**config.mk**
```make
export PLATFORM = sky130hd
export DESIGN_NAME = preload
export DESIGN_NICKNAME = d
export VERILOG_FILES = /design/src/design/rvInstrPkg.sv /design/src/design/memPkg.sv /design/src/design/preload.sv
export SDC_FILE = /design/constraint.sdc
export NUM_CORES = 1
export LEC_CHECK = 0
export BUFFER_PORTS_ARGS = -buffer_cell sky130_fd_sc_hd__buf_2
export CAP_MARGIN = 20
export CORE_MARGIN = 10
export CORE_UTILIZATION = 45
export CTS_BUF_LIST = sky130_fd_sc_hd__clkbuf_8
export DETAILED_ROUTE_END_ITERATION = 8
export PLACE_DENSITY = 0.68
export SKIP_CTS_REPAIR_TIMING = 1
export SLEW_MARGIN = 10
export SYNTH_ARGS = -nofsm -noshare
export SYNTH_HDL_FRONTEND = slang
export SYNTH_SLANG_ARGS = --single-unit
export TNS_END_PERCENT = 100
```
**constraint.sdc**
```tcl
create_clock -name clk -period 18.2 [get_ports clk]
set_input_delay 3.64 -clock clk [delete_from_list [all_inputs] [get_ports clk]]
set_output_delay 3.64 -clock clk [all_outputs]
set_load 0.005 [all_outputs]
```
**src/design/rvInstrPkg.sv**
```systemverilog
package rvInstrPkg;

    // Architectural word and register index
    typedef logic [31:0] tWord;
    typedef logic [4:0]  tRegIdx;

    // Major opcodes of the supported subset
    typedef enum logic [6:0] {
        OP     = 7'b0110011,
        OP_IMM = 7'b0010011,
        BRANCH = 7'b1100011,
        SYSTEM = 7'b1110011
    } tOpcode;

    // ALU operations after decode
    typedef enum logic [2:0] {
        ADD,
        SUB,
        XOR,
        SLT,
        SLTU,
        SLL,
        SRL,
        SRA
    } tAluOp;

    // funct3 values for OP and OP_IMM
    localparam logic [2:0] F3_ADD_SUB = 3'b000;
    localparam logic [2:0] F3_SLL     = 3'b001;
    localparam logic [2:0] F3_SLT     = 3'b010;
    localparam logic [2:0] F3_SLTU    = 3'b011;
    localparam logic [2:0] F3_XOR     = 3'b100;
    localparam logic [2:0] F3_SRL_SRA = 3'b101;

    // funct3 values for BRANCH
    localparam logic [2:0] F3_BEQ = 3'b000;
    localparam logic [2:0] F3_BNE = 3'b001;

    // funct7 forms, ALT selects SUB and SRA
    localparam logic [6:0] F7_BASE = 7'b0000000;
    localparam logic [6:0] F7_ALT  = 7'b0100000;

    // Full EBREAK encoding
    localparam tWord EBREAK_INSTR = 32'h0010_0073;

    // ADDI x30, x0, 0x666
    // Pads unused slots of a line, harmless if ever executed
    localparam tWord FILLER_INSTR = 32'h6660_0F13;

    // One retired instruction as seen at the top
    typedef struct packed {
        tRegIdx rd;
        tWord   data;
        tWord   pc;
        logic   wen;
    } tRetire;

endpackage

```
**src/design/memPkg.sv**
```systemverilog
package memPkg;

    // Line geometry, 16 words of 4 bytes
    localparam int CL_WORDS = 16;
    localparam int L2_LINES = 8;

    // Bit positions of word and line index in a byte address
    localparam int WORD_IDX_LSB = 2;
    localparam int LINE_IDX_LSB = WORD_IDX_LSB + $clog2(CL_WORDS);

    typedef logic [$clog2(L2_LINES)-1:0] tLineAddr;

    // Word 0 sits in the low bits
    typedef struct packed {
        rvInstrPkg::tWord [CL_WORDS-1:0] w;
    } tCacheLine;

    // Whole-line write into L2
    typedef struct packed {
        tLineAddr  addr;
        tCacheLine line;
    } tLineWrite;

    // Every slot holds the filler instruction
    localparam tCacheLine FILLER_LINE = tCacheLine'({CL_WORDS{rvInstrPkg::FILLER_INSTR}});

endpackage

```
**src/design/preload.sv**
```systemverilog
module preload (
    input  logic              clk,
    input  logic              rstN,
    input  logic              loadValid,
    input  rvInstrPkg::tWord  loadWord,
    input  logic              loadLast,
    output logic              lineWrValid,
    output memPkg::tLineWrite lineWr,
    output logic              preloadDone
);
    import memPkg::*;

    // Next free slot in the line being built
    logic [$clog2(CL_WORDS)-1:0] slot;
    // Lines written so far, one extra bit for full
    logic [$bits(tLineAddr):0]   lineCnt;
    tCacheLine                   asmLine;
    tCacheLine                   nextLine;
    logic                        l2Full;
    logic                        accept;
    logic                        lastSeen;
    logic                        flush;

    // MSB set once every line has been written
    assign l2Full   = lineCnt[$bits(tLineAddr)];
    // Words after the last one or beyond L2 are dropped
    assign accept   = loadValid && !preloadDone && !l2Full;
    assign lastSeen = loadLast && !preloadDone;

    // Full line, or last word with anything pending
    assign flush = (accept && slot == '1) ||
                   (lastSeen && !l2Full && (accept || slot != '0));

    // Line with this cycle's word merged in
    always_comb begin
        nextLine = asmLine;
        if (accept) begin
            nextLine.w[slot] = loadWord;
        end
    end

    always_ff @(posedge clk or negedge rstN) begin
        if (!rstN) begin
            slot        <= '0;
            lineCnt     <= '0;
            lineWrValid <= 1'b0;
            preloadDone <= 1'b0;
            asmLine     <= FILLER_LINE;
        end else begin
            lineWrValid <= flush;
            if (flush) begin
                // Restart with a clean filler line
                slot    <= '0;
                lineCnt <= lineCnt + 1'b1;
                asmLine <= FILLER_LINE;
            end else if (accept) begin
                slot    <= slot + 1'b1;
                asmLine <= nextLine;
            end
            // Rises together with the final line write
            if (lastSeen) begin
                preloadDone <= 1'b1;
            end
        end
    end

    // Outgoing write, held until the next flush
    always_ff @(posedge clk) begin
        if (flush) begin
            lineWr.addr <= lineCnt[$bits(tLineAddr)-1:0];
            lineWr.line <= nextLine;
        end
    end

endmodule

```
==> impl_metrics.toml <==
[placement]
port_buffers = 552
hpwl_mm = 61.7
place.gp.congestion = 0.783

[clock_tree]
clock-root-buffer = "clkbuf_8"
cts_buffers = 166
clk_latency_ps = 850
tritoncts = "yes"
clk_pin_slew_worst_paths_ps = 60
cts.htree.levels = 4
cts_sinks = 1037
clock_path_buffers = 3

[critical_path]
critPathLaunchType = "primary input"
crit_fanout = 199
r2r_slack_ps = 13550
crit_path_end_kind = "flop"
worstSetupPathType = "primary input to flop"
worst_r2r_path_depth = 8
critPathLaunch = "loadValid"
worstPathRequired_ps = 18640
arrival_ps = 7230
reg2reg_from = "slot[0]"
reg2reg_to = "lineWr[217]"
crit_end = "lineWr[217]"

[min_path]
hold_class = "flop to flop"
hold_path_depth = 1

[timing]
max_freq_mhz = 147
slew_headroom = 0.245
final-setup-viol-count = 0
finClkSkew_ps = 32.8
fin_crit_sh = 0.373
holdWs_ps = 482
fin_tns_setup_ps = 0
slew_violations = 0
period_minus_slack_ps = 6790
hold_violations = 0
rsz0062_at_grt = "no"
worstMarginPinSlew_ps = 1130

[synth]
ys_async_sr_fraction = 0.503
synth_cell_types = 35
synth_top_cell_area_share = 0.398
synth_ff_type = "edfxtp_1"
syn_inst = 2266
yosysTopAreaCell = "edfxtp_1"
ys_warn_count = 0
syn_nets = 2307
synth-seq-area-share = 0.741
synth.ff_latch_count = 1037
avgSynthCellArea_um2 = 17.1
synth_edf_count = 515
synthTopCellsByArea = "edfxtp_1 40%, dfrtp_1 20%, mux2_2 15%"
syn_area_um2 = 38800

[finish]
nFillCells = 6996
syn_to_final_growth_pct = 18.4
finish.utilization = 0.539
nets = 2909
drive_gt1_frac = 0.514

[floorplanning]
core_area_um2 = 85400
design.die.area_um2 = 98500
rows = 107
die_w_um = 314
initial_core_util = 0.455
io_pins = 553
die_y_um = 314

[run]
max-cap-violations = 0

[detailed_routing]
drt-total-wl_mm = 97.3
wl_per_cell_um = 23.4
vias = 20900
dr.pass1.iters = 5
drc_errors = 0
viasPerCell = 5.01
ant_nets = 0
initialDrtViolationCount = 1674

[global_routing]
grt_antenna_before_repair = 6
grt_pass1_vias = 22100
grt_max_degree = 200
grt_overflow = 0
grt_pass1_wl_mm = 143
gr-usage-all-layers = 0.194

[power]
p_leak_uw = 0.0198
powerDensity_nw_per_um2 = 101
vdd_drop_max_mv = 0.0620

[outcome]
status = "completed"
-- through the flow --
stage | cell area (um2) | instances | setup WS (ps) | power [uW]
2_1_floorplan | 38800 | 2266 | 6460 | 2690
3_3_place_gp | 42600 | 3840 | 10290 | 2750
3_5_place_dp | 42600 | 3840 | 10190 | 2760
4_1_cts | 45900 | 4150 | 11120 | 4700
5_1_grt | 46000 | 4155 | 11290 | 4820
6_report | 46000 | 4161 | 11410 | 4640
-- sequential cells by signal (all words and copies together) (netlist names) --
| register | cells |
|---|---|
| lineCnt | 4 |
| lineWrValid | 1 |
| lineWr | 515 |
| slot | 4 |
| preloadDone | 1 |
| asmLine | 512 |
-- area by class of cell --
cell class,count,area [um2],area share
Clock inverter,111,551,0.0120
Timing Repair Buffer,578,3050,0.0664
Multi-Input combinational cell,1082,9400,0.204
Inverter,3,18.8,0.000408
Antenna cell,7,17.5,0.000381
Sequential cell,1037,28800,0.626
Clock buffer,199,2740,0.0595
Tap cell,1144,1430,0.0311
-- critical path, stage by stage --
cell and delay, ps:
buf_2 220, and4b_1 330, a22oi_4 100, buf_4 270, inv_8 640, buf_4 610, buf_16 310, buf_12 720
-- how the worst min path moves through the flow --
stage	from	endpoint	slack (ps)
after global routing	asmLine[497]	asmLine[497]	500
after CTS	asmLine[497]	asmLine[497]	490
after detailed placement	asmLine[504]	asmLine[504]	470
after floorplan	asmLine[482]	asmLine[482]	450
final	asmLine[499]	asmLine[499]	480
after global placement	asmLine[497]	asmLine[497]	460
-- where the power goes --
part | internal [uW] | switching [uW] | leakage [uW]
sequential | 2540 | 14.1 | 0.0113
combinational | 64.3 | 93.8 | 0.00653
clock | 1000 | 924 | 0.00195
total | 3610 | 1030 | 0.0198
-- cells by family (layout without fill, tap and decap cells) --
logic type      after synthesis  after routing  synth area share
xor+xnor                      2              2          0.000451
buf+inv                     147            891            0.0172
compound gates                9              9           0.00206
other cells                   0              7                 0
fa+ha+maj                     5              5           0.00161
simple gates                554            554            0.0890
flops                      1037           1037             0.741
mux                         512            512             0.148
-- layer usage --
layer | vias to the layer above | track usage | part of all wire
met5 | - | 0 | 0
met4 | 0 | 0.0659 | 0.023
met3 | 135 | 0.0547 | 0.068
met2 | 628 | 0.317 | 0.49
met1 | 10900 | 0.247 | 0.42
li1 | 9187 | - | -
-- cell usage in the layout, fill, tap and decap left out, drive strengths merged, types with 5 or more instances in the layout --
cell / netlist / routed
nand2b: 15 / 15
clkinv: 0 / 29
nand4: 6 / 6
nand2: 14 / 14
edfxtp: 515 / 515
diode: 0 / 7
dfstp: 208 / 208
inv: 3 / 83
ha: 5 / 5
dfrtp: 314 / 314
and2: 306 / 306
buf: 53 / 578
mux2: 512 / 512
or2: 196 / 196
clkbuf: 91 / 199
-- cells in the mapped netlist, types with 2 or more instances --
cell / instances
ha_1: 5
nand2_1: 14
o21ai_1: 2
mux2_2: 506
dfstp_2: 208
or2_2: 15
mux2_1: 6
buf_1: 14
or2_1: 181
buf_6: 11
nor2_1: 4
buf_2: 28
and4_1: 2
and2_1: 306
o21ai_0: 2
nand2b_1: 15
and4bb_2: 2
edfxtp_1: 515
inv_1: 2
nand4_1: 6
nor2b_1: 4
dfrtp_1: 314
clkbuf_1: 91
xnor2_1: 2
Power figures use the tool's default switching activity.
