`src/design/rvInstrPkg.sv`:
```
package rvInstrPkg;

    // Architectural word and register index
    typedef logic [31:0] tWord;
    typedef logic [4:0]  tRegIdx;

    // Major opcodes of the supported subset
    typedef enum logic [6:0] {
        OP     = 7'b0110011,
        OP_IMM = 7'b0010011,
        BRANCH = 7'b1100011,
        SYSTEM = 7'b1110011
    } tOpcode;

    // ALU operations after decode
    typedef enum logic [2:0] {
        ADD,
        SUB,
        XOR,
        SLT,
        SLTU,
        SLL,
        SRL,
        SRA
    } tAluOp;

    // funct3 values for OP and OP_IMM
    localparam logic [2:0] F3_ADD_SUB = 3'b000;
    localparam logic [2:0] F3_SLL     = 3'b001;
    localparam logic [2:0] F3_SLT     = 3'b010;
    localparam logic [2:0] F3_SLTU    = 3'b011;
    localparam logic [2:0] F3_XOR     = 3'b100;
    localparam logic [2:0] F3_SRL_SRA = 3'b101;

    // funct3 values for BRANCH
    localparam logic [2:0] F3_BEQ = 3'b000;
    localparam logic [2:0] F3_BNE = 3'b001;

    // funct7 forms, ALT selects SUB and SRA
    localparam logic [6:0] F7_BASE = 7'b0000000;
    localparam logic [6:0] F7_ALT  = 7'b0100000;

    // Full EBREAK encoding
    localparam tWord EBREAK_INSTR = 32'h0010_0073;

    // ADDI x30, x0, 0x666
    // Pads unused slots of a line, harmless if ever executed
    localparam tWord FILLER_INSTR = 32'h6660_0F13;

    // One retired instruction as seen at the top
    typedef struct packed {
        tRegIdx rd;
        tWord   data;
        tWord   pc;
        logic   wen;
    } tRetire;

endpackage

```
`src/design/memPkg.sv`:
```
package memPkg;

    // Line geometry, 16 words of 4 bytes
    localparam int CL_WORDS = 16;
    localparam int L2_LINES = 8;

    // Bit positions of word and line index in a byte address
    localparam int WORD_IDX_LSB = 2;
    localparam int LINE_IDX_LSB = WORD_IDX_LSB + $clog2(CL_WORDS);

    typedef logic [$clog2(L2_LINES)-1:0] tLineAddr;

    // Word 0 sits in the low bits
    typedef struct packed {
        rvInstrPkg::tWord [CL_WORDS-1:0] w;
    } tCacheLine;

    // Whole-line write into L2
    typedef struct packed {
        tLineAddr  addr;
        tCacheLine line;
    } tLineWrite;

    // Every slot holds the filler instruction
    localparam tCacheLine FILLER_LINE = tCacheLine'({CL_WORDS{rvInstrPkg::FILLER_INSTR}});

endpackage

```
`src/design/fetchUnit.sv`:
```
module fetchUnit (
    input  logic              clk,
    input  logic              rstN,
    input  logic              preloadDone,
    input  logic              redirectValid,
    input  rvInstrPkg::tWord  redirectPc,
    input  logic              haltReq,
    output logic              lineRdValid,
    output memPkg::tLineAddr  lineRdAddr,
    input  memPkg::tCacheLine lineRdData,
    output logic              instrValid,
    output rvInstrPkg::tWord  instr,
    output rvInstrPkg::tWord  instrPc
);
    import rvInstrPkg::*;
    import memPkg::*;

    typedef enum logic [2:0] {
        IDLE,
        REQ,
        FILL,
        RUN,
        STOP
    } tFetchState;

    tFetchState                  state;
    tFetchState                  nextState;
    tWord                        pc;
    tWord                        nextPc;
    // Single-line buffer and its tag
    tCacheLine                   lineBuf;
    tLineAddr                    tag;
    tLineAddr                    pcLine;
    logic [$clog2(CL_WORDS)-1:0] pcSlot;
    logic                        hit;

    assign pcLine = pc[LINE_IDX_LSB +: $bits(tLineAddr)];
    assign pcSlot = pc[WORD_IDX_LSB +: $clog2(CL_WORDS)];
    // RUN is only entered after a fill, so the tag is always loaded there
    assign hit    = (tag == pcLine);

    // Read request lasts exactly one cycle
    assign lineRdValid = (state == REQ);
    assign lineRdAddr  = pcLine;

    // Hit presents the word in the same cycle
    assign instrValid = (state == RUN) && hit;
    assign instr      = lineBuf.w[pcSlot];
    assign instrPc    = pc;

    always_comb begin
        nextState = state;
        nextPc    = pc;
        case (state)
            IDLE: begin
                if (preloadDone) begin
                    nextState = REQ;
                end
            end
            REQ: nextState = FILL;
            FILL: nextState = RUN;
            RUN: begin
                // Halt has priority over a redirect
                if (haltReq) begin
                    nextState = STOP;
                end else if (redirectValid) begin
                    // Tag of the new PC is checked next cycle
                    nextPc = redirectPc;
                end else if (hit) begin
                    nextPc = pc + 32'd4;
                end else begin
                    nextState = REQ;
                end
            end
            default: nextState = state;
        endcase
    end

    always_ff @(posedge clk or negedge rstN) begin
        if (!rstN) begin
            state <= IDLE;
            pc    <= '0;
            tag   <= '0;
        end else begin
            state <= nextState;
            pc    <= nextPc;
            // Returning line belongs to the current PC
            if (state == FILL) begin
                tag <= pcLine;
            end
        end
    end

    always_ff @(posedge clk) begin
        if (state == FILL) begin
            lineBuf <= lineRdData;
        end
    end

endmodule

```
`config.mk`:
```
export PLATFORM = sky130hd
export DESIGN_NAME = fetchUnit
export DESIGN_NICKNAME = d
export VERILOG_FILES = /design/src/design/rvInstrPkg.sv /design/src/design/memPkg.sv /design/src/design/fetchUnit.sv
export SDC_FILE = /design/constraint.sdc
export NUM_CORES = 1
export LEC_CHECK = 0
export ABC_AREA = 1
export BUFFER_PORTS_ARGS = -buffer_cell sky130_fd_sc_hd__buf_2
export CAP_MARGIN = 20
export CORE_AREA = 2 2 237 239
export CTS_CLUSTER_SIZE = 24
export DETAILED_ROUTE_END_ITERATION = 10
export DIE_AREA = 0 0 239 241
export HOLD_SLACK_MARGIN = 0.05
export PLACE_DENSITY = 0.66
export SYNTH_ARGS = -nofsm -noshare
export SYNTH_HDL_FRONTEND = slang
export SYNTH_SLANG_ARGS = --single-unit
```
`constraint.sdc`:
```
create_clock -name clk -period 50.9 [get_ports clk]
set_input_delay 10.18 -clock clk [delete_from_list [all_inputs] [get_ports clk]]
set_output_delay 10.18 -clock clk [all_outputs]
set_load 0.01 [all_outputs]
```
==> results of run 1 <==
through the flow:
stage / hold slack, ns / cell area, um^2 / utilization / total power, uW / worst slack, ns
6_report: 0.481 / 28400 / 0.517 / 1440 / 36.58
3_3_place_gp: 0.461 / 26400 / 0.480 / 1030 / 37.22
5_1_grt: 0.508 / 28300 / 0.517 / 1520 / 36.34
2_1_floorplan: 0.473 / 22900 / - / 844 / 12.40
4_1_cts: 0.484 / 28300 / 0.515 / 1460 / 36.52
3_5_place_dp: 0.468 / 26400 / 0.480 / 1030 / 37.18
registers in the layout, indices dropped and copies added (netlist names):
name	flops
instrPc	32
tag	3
state	3
lineBuf	512
routing by layer:
metal | up-vias | wire length, um
met3 | 180 | 6830
met1 | 7996 | 26300
met4 | 44 | 3290
li1 | 8033 | -
met5 | - | 261
met2 | 790 | 37400
critical path, delay by kind of cell, from the launching register on:
kind / cells / cell delay (ns)
and+or+nand+nor: 2 / 0.39
buffers and inverters: 3 / 1.84
DFF: 1 / 0.63
AOI/OAI and AO/OA: 2 / 0.52
kinds of logic (layout without fill, tap and decap cells):
kind of cell,after synthesis,in the layout
simple gates,769,769
flops,550,550
fa+ha+maj,1,1
compound gates,406,406
buf+inv,166,795
xor+xnor,5,5
mux,34,34
other cells,0,25
where the power goes:
| part | switching [uW] | total (uW) | leakage, uW | internal (uW) |
|---|---|---|---|---|
| sequential | 39.3 | 550 | 0.00507 | 511 |
| clock | 182 | 426 | 0.000913 | 244 |
| combinational | 313 | 467 | 0.00490 | 154 |
worst min-delay path by stage:
| stage | slack [ns] | cells past startpoint | endpoint |
|---|---|---|---|
| 2_1_floorplan | 0.47 | 2 | tag[1] |
| 3_3_place_gp | 0.46 | 2 | instrPc[0] |
| 3_5_place_dp | 0.47 | 2 | instrPc[0] |
| 4_1_cts | 0.48 | 2 | instrPc[0] |
| 5_1_grt | 0.51 | 2 | instrPc[1] |
| 6_report | 0.48 | 2 | instrPc[0] |
cell usage in the layout (no fill, tap or decap), drive strengths merged:
master | netlist | layout
buf | 67 | 633
edfxtp | 512 | 512
nor2 | 398 | 398
o21ai | 288 | 288
nand2 | 281 | 281
nand3 | 75 | 75
clkbuf | 47 | 68
inv | 51 | 54
o211ai | 50 | 50
dfrtp | 38 | 38
mux2i | 34 | 34
o22ai | 34 | 34
clkinv | 1 | 27
diode | 0 | 25
a21oi | 17 | 17
o21bai | 16 | 16
or2 | 7 | 7
clkinvlp | 0 | 7
bufinv | 0 | 6
xor2 | 4 | 4
nor3 | 3 | 3
nand4 | 2 | 2
nor3b | 2 | 2
a31o | 1 | 1
xnor2 | 1 | 1
and2 | 1 | 1
ha | 1 | 1
cell type report:
class	instances	area, um^2
antenna	25	62.6
clock buffer	67	1510
clock inverter	42	413
fill	4866	26500
inverter	52	200
multi-input combinational	1215	5730
sequential	550	16300
tap	704	881
timing repair buffer	634	3250
==> run_results.csv, run 1 <==
group,metric,value,unit
setup_path,crit_chain,"inv_6 -> buf_4 -> o21ai_0 -> o211ai_1 -> nand3_1 -> nand3_1 -> buf_2",
synth,synthTopCellsByCount,"edfxtp_1, nor2_1, nand2_1",
synth,synthMuxAreaShare,0.0149,
clock_network,clk-insertion-delay-late,0.64,ns
synth,synthTopCellsByArea,"edfxtp_1, nor2_1, o21ai_0",
synth,ys_seq_elements,550,
clock_network,path_clk_slew,0.06,ns
grt,grt_overflow_total,0,
routing,drc,0,
synth,syn_inst,1931,
setup_path,critical_path.max_fanout,135,
grt,antenna_found_initial,40,
status,status,"completed",
clock_network,clock_sinks,550,
routing,first_iter_violations,1454,
setup_path,cp-startpoint,"instrPc[2]",
grt,grt_first_pass_wirelength,104,mm
synth,synth_compound_area_frac,0.0981,
placed_design,gp_congestion,0.937,
grt,track_usage,0.249,
pwr,powerDensity,50.8,nW/um^2
synth,synth-edff-count,512,
grt,grtUsageMet1,0.284,
synth,ys.flop_type,"edfxtp_1",
grt,grt_max_degree,196,
grt,grt_use_met3,0.0731,
routing,wl_per_cell,22.5,um
routing,via_per_inst,5.18,
placed_design,dp.cells,3153,
die,dieArea,57600,um^2
hold_path,hold_path_class,"reg -> reg",
clock_network,hold_buffers,0,
placed_design,port_buffers,617,
cells_and_area,syn2layout_area_growth,24.1,%
setup_path,max_stage_delay,0.92,ns
clock_network,cts_setup_buffers,0,
sta,slew_headroom,0.151,
setup_path,r2r_start,"state[1]",
die,coreArea,54900,um^2
die,die_h,241,um
pwr,ir_drop,40.8,uV
clock_network,cts_tree,"yes",
sta,setup_tns,0,ns
routing,dr.pass1.iters,5,
sta,timing.final.crit_share,0.281,
synth,yosys.area.top_type_share,0.673,
setup_path,crit_type,"reg -> out",
die,rows,86,
synth,synth_cell_types,35,
setup_path,worstPathArrival,4.14,ns
sta,max_slew.worst_pin.slew,1.27,ns
run,cap_violations,0,
clock_network,cts_resized,0,
synth,seq_area_frac_synth,0.714,
synth,synth.cell_area,22900,um^2
setup_path,start_kind,"flop",
sta,slew_viol_final,0,
setup_path,crit_top_cell,"nand3_1",
setup_path,crit_path_end,"instr[3]",
setup_path,worst_r2r_endpoint,"lineBuf[64]",
cells_and_area,drive_gt1_frac,0.294,
setup_path,r2r_setup_slack,46.75,ns
die,fp.dieW,239,um
clock_network,cts_max_level,2,
placed_design,hpwl,52.7,mm
synth,synth_largest_area_cell,"edfxtp_1",
clock_network,clock_path_buffers,3,
sta,post-route-min-period,14.32,ns
synth,synth_top_family_by_area,"simple AND/OR/NAND/NOR gates",
setup_path,cp-end-kind,"output port",
grt,busiest_layer,"met2",
sta,skew,0.0457,ns
die,pin_count,618,
synth,synth_warnings,0,
synth,synth_fa_ha_area_frac,0.000547,
setup_path,required,40.72,ns
synth,synthSimpleGateAreaFrac,0.135,
sta,rsz0062_at_grt,"false",
grt,grt_pass1_vias,16542,
setup_path,crit_slowest_cell,"buf_4",
synth,synth_area_per_cell,11.8,um^2
sta,max_freq,0.0698,GHz
synth,synthMostInstantiatedCell,"edfxtp_1",
sta,final_hold_viol_count,0,
setup_path,rr_worst_depth,6,
hold_path,hp-start,"instrPc[0]",
cells_and_area,fin_nets,3061,
clock_network,cts_made_buffers,58,
synth,synth-xor-area-share,0.00192,
routing,vias,17043,
clock_network,root_buffer,"clkbuf_16",
die,start_util,0.417,
routing,ant_nets,0,
synth,synth_nets,2481,
sta,setup_viol,0,
pwr,power.leakage,0.0109,uW
routing,wl,74.0,mm
synth,synthArstFlopShare,0.0691,
cells_and_area,fin_cells,3289,
grt,met2_usage,0.427,
Note: power is estimated with default switching activity, not from simulation.
==> run 2: changes to the inputs <==
CORE_AREA = 2 2 242 244   (was 2 2 237 239)
DIE_AREA = 0 0 244 246   (was 0 0 239 241)
clock period = 12.3 ns   (was 50.9 ns; I/O delays follow)
==> run 2 against run 1 <==
  * Non-clock buffer count unchanged
  * Critical path type unchanged
  * Hold slack improved by 0.0026 ns
  * Register-to-register slack got worse by 38 ns
  * Sequential power increased to 4.1 times the previous value
==> run_results.csv, run 2 (synthesis results as in run 1) <==
group,metric,value,unit
status,status,"completed",
clock_network,hold_buffers,0,
hold_path,hold_path_class,"reg -> reg",
cells_and_area,drive_gt1_frac,0.297,
sta,slew_headroom,0.261,
setup_path,worstPathArrival,3.98,ns
routing,ant_nets,0,
setup_path,crit_chain,"inv_8 -> buf_4 -> nor2_1 -> o211ai_1 -> nand3_1 -> nand3_1 -> buf_2",
setup_path,r2r_start,"state[1]",
grt,grt_max_degree,188,
setup_path,start_kind,"flop",
cells_and_area,syn2layout_area_growth,25.2,%
clock_network,clk-insertion-delay-late,0.62,ns
setup_path,crit_slowest_cell,"buf_4",
die,start_util,0.399,
sta,setup_viol,0,
setup_path,worstSetupPathDepth,7,
clock_network,clock_path_buffers,3,
die,pin_count,618,
die,rows,88,
cells_and_area,mostFrequentLayoutCells,"buf_2, edfxtp_1, nor2_1",
pwr,power.leakage,0.0110,uW
die,die_h,246,um
clock_network,root_buffer,"clkbuf_16",
sta,setup_tns,0,ns
setup_path,rr_worst_depth,5,
cells_and_area,seq_area,16300,um^2
placed_design,gp_congestion,0.890,
setup_path,cp-startpoint,"instrPc[2]",
cells_and_area,multi_input_area,5740,um^2
placed_design,port_buffers,617,
grt,track_usage,0.247,
die,dieArea,60000,um^2
grt,grt_overflow_total,0,
pwr,ir_drop,165,uV
routing,routed-wl-met3,6.02,mm
setup_path,cpLargestDelayFamily,"buffers and inverters",
sta,rsz0062_at_grt,"false",
routing,drc,0,
grt,antenna_found_initial,43,
routing,vias,17334,
setup_path,cp-end-kind,"output port",
grt,grt_first_pass_wirelength,109,mm
sta,final_hold_viol_count,0,
setup_path,crit_buf_inv,3,
setup_path,required,9.84,ns
cells_and_area,fillers,5145,
routing,wl_met1,27.5,mm
setup_path,crit_path_end,"instr[15]",
placed_design,hpwl,53.6,mm
cells_and_area,layout_commonest_cell,"buf_2",
cells_and_area,regMostFlops,"lineBuf",
setup_path,critical_path.max_fanout,128,
routing,wl_per_cell,22.5,um
clock_network,clock_sinks,550,
grt,grt_pass1_vias,17681,
setup_path,crit_top_cell,"nand3_1",
routing,highest_layer,"met5",
sta,timing.final.crit_share,0.524,
run,cap_violations,0,
clock_network,cts_tree,"yes",
routing,first_iter_violations,1365,
pwr,power,6090,uW
sta,post-route-min-period,6.44,ns
setup_path,max_stage_delay,0.85,ns
clock_network,cts_max_level,2,
setup_path,worst_r2r_endpoint,"lineBuf[487]",
sta,skew,0.0181,ns
setup_path,r2r_setup_slack,8.63,ns
die,fp.dieW,244,um
clock_network,cts_made_buffers,59,
die,coreArea,57400,um^2
sta,max_freq,0.155,GHz
sta,slew_viol_final,0,
clock_network,path_clk_slew,0.06,ns
clock_network,cts_resized,0,
sta,max_slew.worst_pin.slew,1.11,ns
cells_and_area,fin_nets,3062,
pwr,powerDensity,213,nW/um^2
clock_network,cts_setup_buffers,0,
routing,wl_met2,38.5,mm
routing,wl,75.5,mm
setup_path,crit_type,"reg -> out",
routing,dr.pass1.iters,5,
routing,via_per_inst,5.16,
cells_and_area,largest_reg_flops,512,
## run 2: cell count changes in the layout (fill, tap and decap cells not counted), sizes merged
cell	change
buf	+1
bufinv	+5
clkbuf	+1
clkinv	-7
clkinvlp	-2
diode	+11
inv	-1
## run 2: area by class of cell
| type | instances | share of cell area |
|---|---|---|
| Sequential cell | 550 | 0.571 |
| Multi-Input combinational cell | 1215 | 0.200 |
| Timing Repair Buffer | 634 | 0.114 |
| Clock buffer | 69 | 0.0536 |
| Tap cell | 765 | 0.0334 |
| Clock inverter | 37 | 0.0175 |
| Inverter | 52 | 0.00708 |
| Antenna cell | 36 | 0.00315 |
## run 2: worst reg2reg max path, stage by stage, from the launching register on
cell and delay [ns]:
dfrtp_1 0.44, inv_1 0.11, nor3_4 0.17, buf_4 0.64
buf_12 0.84, buf_4 1.03
## run 2: how the worst min path moves through the flow
stage | cells after the start | end | slack, ns | from
6_report | 2 | instrPc[1] | 0.48 | instrPc[1]
5_1_grt | 2 | instrPc[0] | 0.51 | instrPc[0]
4_1_cts | 2 | instrPc[1] | 0.49 | instrPc[1]
3_5_place_dp | 2 | instrPc[1] | 0.48 | instrPc[1]
3_3_place_gp | 2 | instrPc[1] | 0.47 | instrPc[1]
2_1_floorplan | 2 | tag[1] | 0.48 | tag[1]
## run 2: report_power, final
part	internal, uW	leakage [uW]	total, uW	switching [uW]
logic	629	0.00492	1940	1310
registers	2120	0.00507	2280	161
clock network	1120	0.000983	1870	750
total	3870	0.0110	6090	2220
## run 2: per-layer routing
metal,track usage,up-vias
met3,0.0546,163
met1,0.291,8353
met2,0.430,744
li1,-,8050
met4,0.113,24
met5,0,-
## run 2: stage by stage
stage | hold slack, ns | utilization | cell area (um^2) | cells | worst slack, ns
floorplan | 0.479 | - | 22900 | 1931 | -1.28
global placement | 0.465 | 0.461 | 26400 | 3214 | 6.47
detailed placement | 0.476 | 0.461 | 26400 | 3214 | 6.47
CTS | 0.493 | 0.496 | 28500 | 3320 | 5.80
finish | 0.483 | 0.499 | 28600 | 3358 | 5.86
global route | 0.513 | 0.498 | 28600 | 3342 | 5.53
==> run 3: changes to the inputs <==
CORE_AREA = 2 2 237 239   (was 2 2 242 244)
DIE_AREA = 0 0 239 241   (was 0 0 244 246)
clock period = 6 ns   (was 12.3 ns; I/O delays follow)
==> run 3 against run 2 <==
  * Power increased by 100%
  * Clock power is 89% higher
  * Die area down 4.0%
  * Sequential share of layout area is 0.48 points higher
  * Wire length is 0.71% lower
  * Via count fell by 1.3%
  * Clock skew up 0.021 ns
  * Global-route usage up 0.64 points
  * Core utilization up 1.8 points
  * First-iteration DRC count fell by 3.4%
  * Hold slack improved by 0.0048 ns
  * Critical path type unchanged
==> run_results.csv, run 3 (synthesis results as in run 1) <==
group,metric,value,unit
status,status,"completed",
cells_and_area,regMostFlops,"lineBuf",
clock_network,clock_sinks,550,
placed_design,place_ws,1.77,ns
pwr,powerDensity,431,nW/um^2
clock_network,hold_buffers,0,
setup_path,crit_slowest_cell,"dfrtp_4",
setup_path,required,4.80,ns
sta,slew_viol_final,0,
grt,grt_first_pass_wirelength,107,mm
pwr,power.leakage,0.0109,uW
clock_network,cts_setup_buffers,0,
grt,grt_pass1_vias,16961,
clock_network,cts_made_buffers,57,
clock_network,path_clk_slew,0.06,ns
routing,wl_per_cell,22.8,um
die,die_h,241,um
setup_path,crit_type,"reg -> out",
setup_path,r2r_setup_slack,3.33,ns
cells_and_area,layout_commonest_cell,"buf_2",
sta,setup_viol,0,
setup_path,crit_chain,"inv_8 -> buf_4 -> o21ai_0 -> o211ai_1 -> nand2_1 -> o21bai_1 -> buf_2",
routing,first_iter_violations,1318,
setup_path,start_kind,"flop",
setup_path,cp-startpoint,"instrPc[2]",
routing,wl,74.9,mm
pwr,ir_drop,279,uV
cells_and_area,largest_reg_flops,512,
hold_path,hold_path_class,"reg -> reg",
clock_network,clock_path_buffers,3,
sta,timing.final.crit_share,0.789,
sta,final_hold_viol_count,0,
pwr,p_clk_frac,0.290,
sta,post-route-min-period,4.74,ns
sta,max_slew.worst_pin.slew,1.13,ns
die,start_util,0.417,
die,pin_count,618,
setup_path,r2r_start,"instrPc[2]",
cells_and_area,drive_gt1_frac,0.292,
pwr,swShare,0.371,
clock_network,cts_tree,"yes",
cells_and_area,fin_area,28400,um^2
sta,slew_headroom,0.243,
setup_path,max_stage_delay,0.77,ns
die,dieArea,57600,um^2
sta,whs,0.488,ns
run,cap_violations,0,
pwr,p_int,7690,uW
cells_and_area,syn2layout_area_growth,24.2,%
grt,grt_max_degree,151,
setup_path,crit_path_end,"instr[10]",
pwr,power.share.combinational,0.327,
grt,track_usage,0.253,
placed_design,hpwl,53.7,mm
placed_design,place_area,26400,um^2
pwr,seqPwrFrac,0.384,
setup_path,critical_path.max_fanout,125,
cells_and_area,mostFrequentLayoutCells,"buf_2, edfxtp_1, nor2_1",
sta,skew,0.0394,ns
sta,rsz0062_at_grt,"false",
routing,ant_nets,0,
clock_network,cts_max_level,2,
routing,vias,17117,
routing,dr.pass1.iters,5,
die,rows,86,
routing,via_per_inst,5.20,
sta,setup_ws,1.26,ns
die,coreArea,54900,um^2
grt,antenna_found_initial,40,
setup_path,worstPathArrival,3.54,ns
placed_design,gp_congestion,0.909,
cells_and_area,fin_util,0.517,
placed_design,port_buffers,617,
die,fp.dieW,239,um
setup_path,rr_worst_depth,9,
setup_path,cp-end-kind,"output port",
clock_network,clk-insertion-delay-late,0.63,ns
sta,max_freq,0.211,GHz
setup_path,worst_r2r_endpoint,"instrPc[17]",
grt,grt_overflow_total,0,
cells_and_area,fin_nets,3059,
clock_network,root_buffer,"clkbuf_16",
pwr,switchingPower,4540,uW
clock_network,cts_resized,0,
pwr,power,12200,uW
routing,drc,0,
-- run 3: changes by cell type in the layout (fill, tap and decap cells not counted), moves of 4 or more --
cell,previous run,this run
clkbuf_1,9,13
bufinv_16,11,6
clkinv_1,7,17
diode_2,36,29
buf_4,14,9
buf_12,1,7
-- run 3: how the worst min path moves through the flow --
stage / cells past startpoint / from / to
global placement: 2 / instrPc[0] / instrPc[0]
finish: 2 / instrPc[0] / instrPc[0]
global route: 2 / instrPc[0] / instrPc[0]
floorplan: 2 / tag[1] / tag[1]
detailed placement: 2 / instrPc[0] / instrPc[0]
CTS: 2 / instrPc[0] / instrPc[0]
-- run 3: critical path, delay by kind of cell, from the launching register on --
kind / cells / cell delay, ns
flip-flops: 1 / 0.77
buffers and inverters: 3 / 1.26
AND/OR/NAND/NOR: 1 / 0.08
AO/OA/AOI/OAI: 3 / 0.62
-- run 3: layout make-up --
class                   count  area [um^2]
fillers                  4862        26500
repair buffers            633         3300
inverters                  52          203
clock inverters            37          364
clock buffers              71         1500
diodes                     29         72.6
well taps                 704          881
flip-flops and latches    550        16300
multi-input cells        1215         5740
-- run 3: metal layers --
| layer | vias up | share of wire | global-route usage |
|---|---|---|---|
| met1 | 8290 | 0.38 | 0.298 |
| met4 | 24 | 0.028 | 0.0867 |
| li1 | 8039 | - | - |
| met2 | 631 | 0.52 | 0.450 |
| met5 | - | 0.0021 | 0 |
| met3 | 133 | 0.076 | 0.0644 |
-- run 3: power groups by stage --
stage	combinational [uW]	clock [uW]	sequential, uW
2_1_floorplan	2540	0	4600
4_1_cts	4070	3620	4690
5_1_grt	4410	3780	4720
3_5_place_dp	4050	0	4770
6_report	3990	3540	4690
3_3_place_gp	4020	0	4770
-- run 3: per-stage QoR --
| stage | TNS, ns | cells |
|---|---|---|
| final | 0 | 3291 |
| after floorplan | -3672.77 | 1931 |
| after global placement | 0 | 3154 |
| after global routing | 0 | 3278 |
| after detailed placement | 0 | 3154 |
| after CTS | 0 | 3262 |
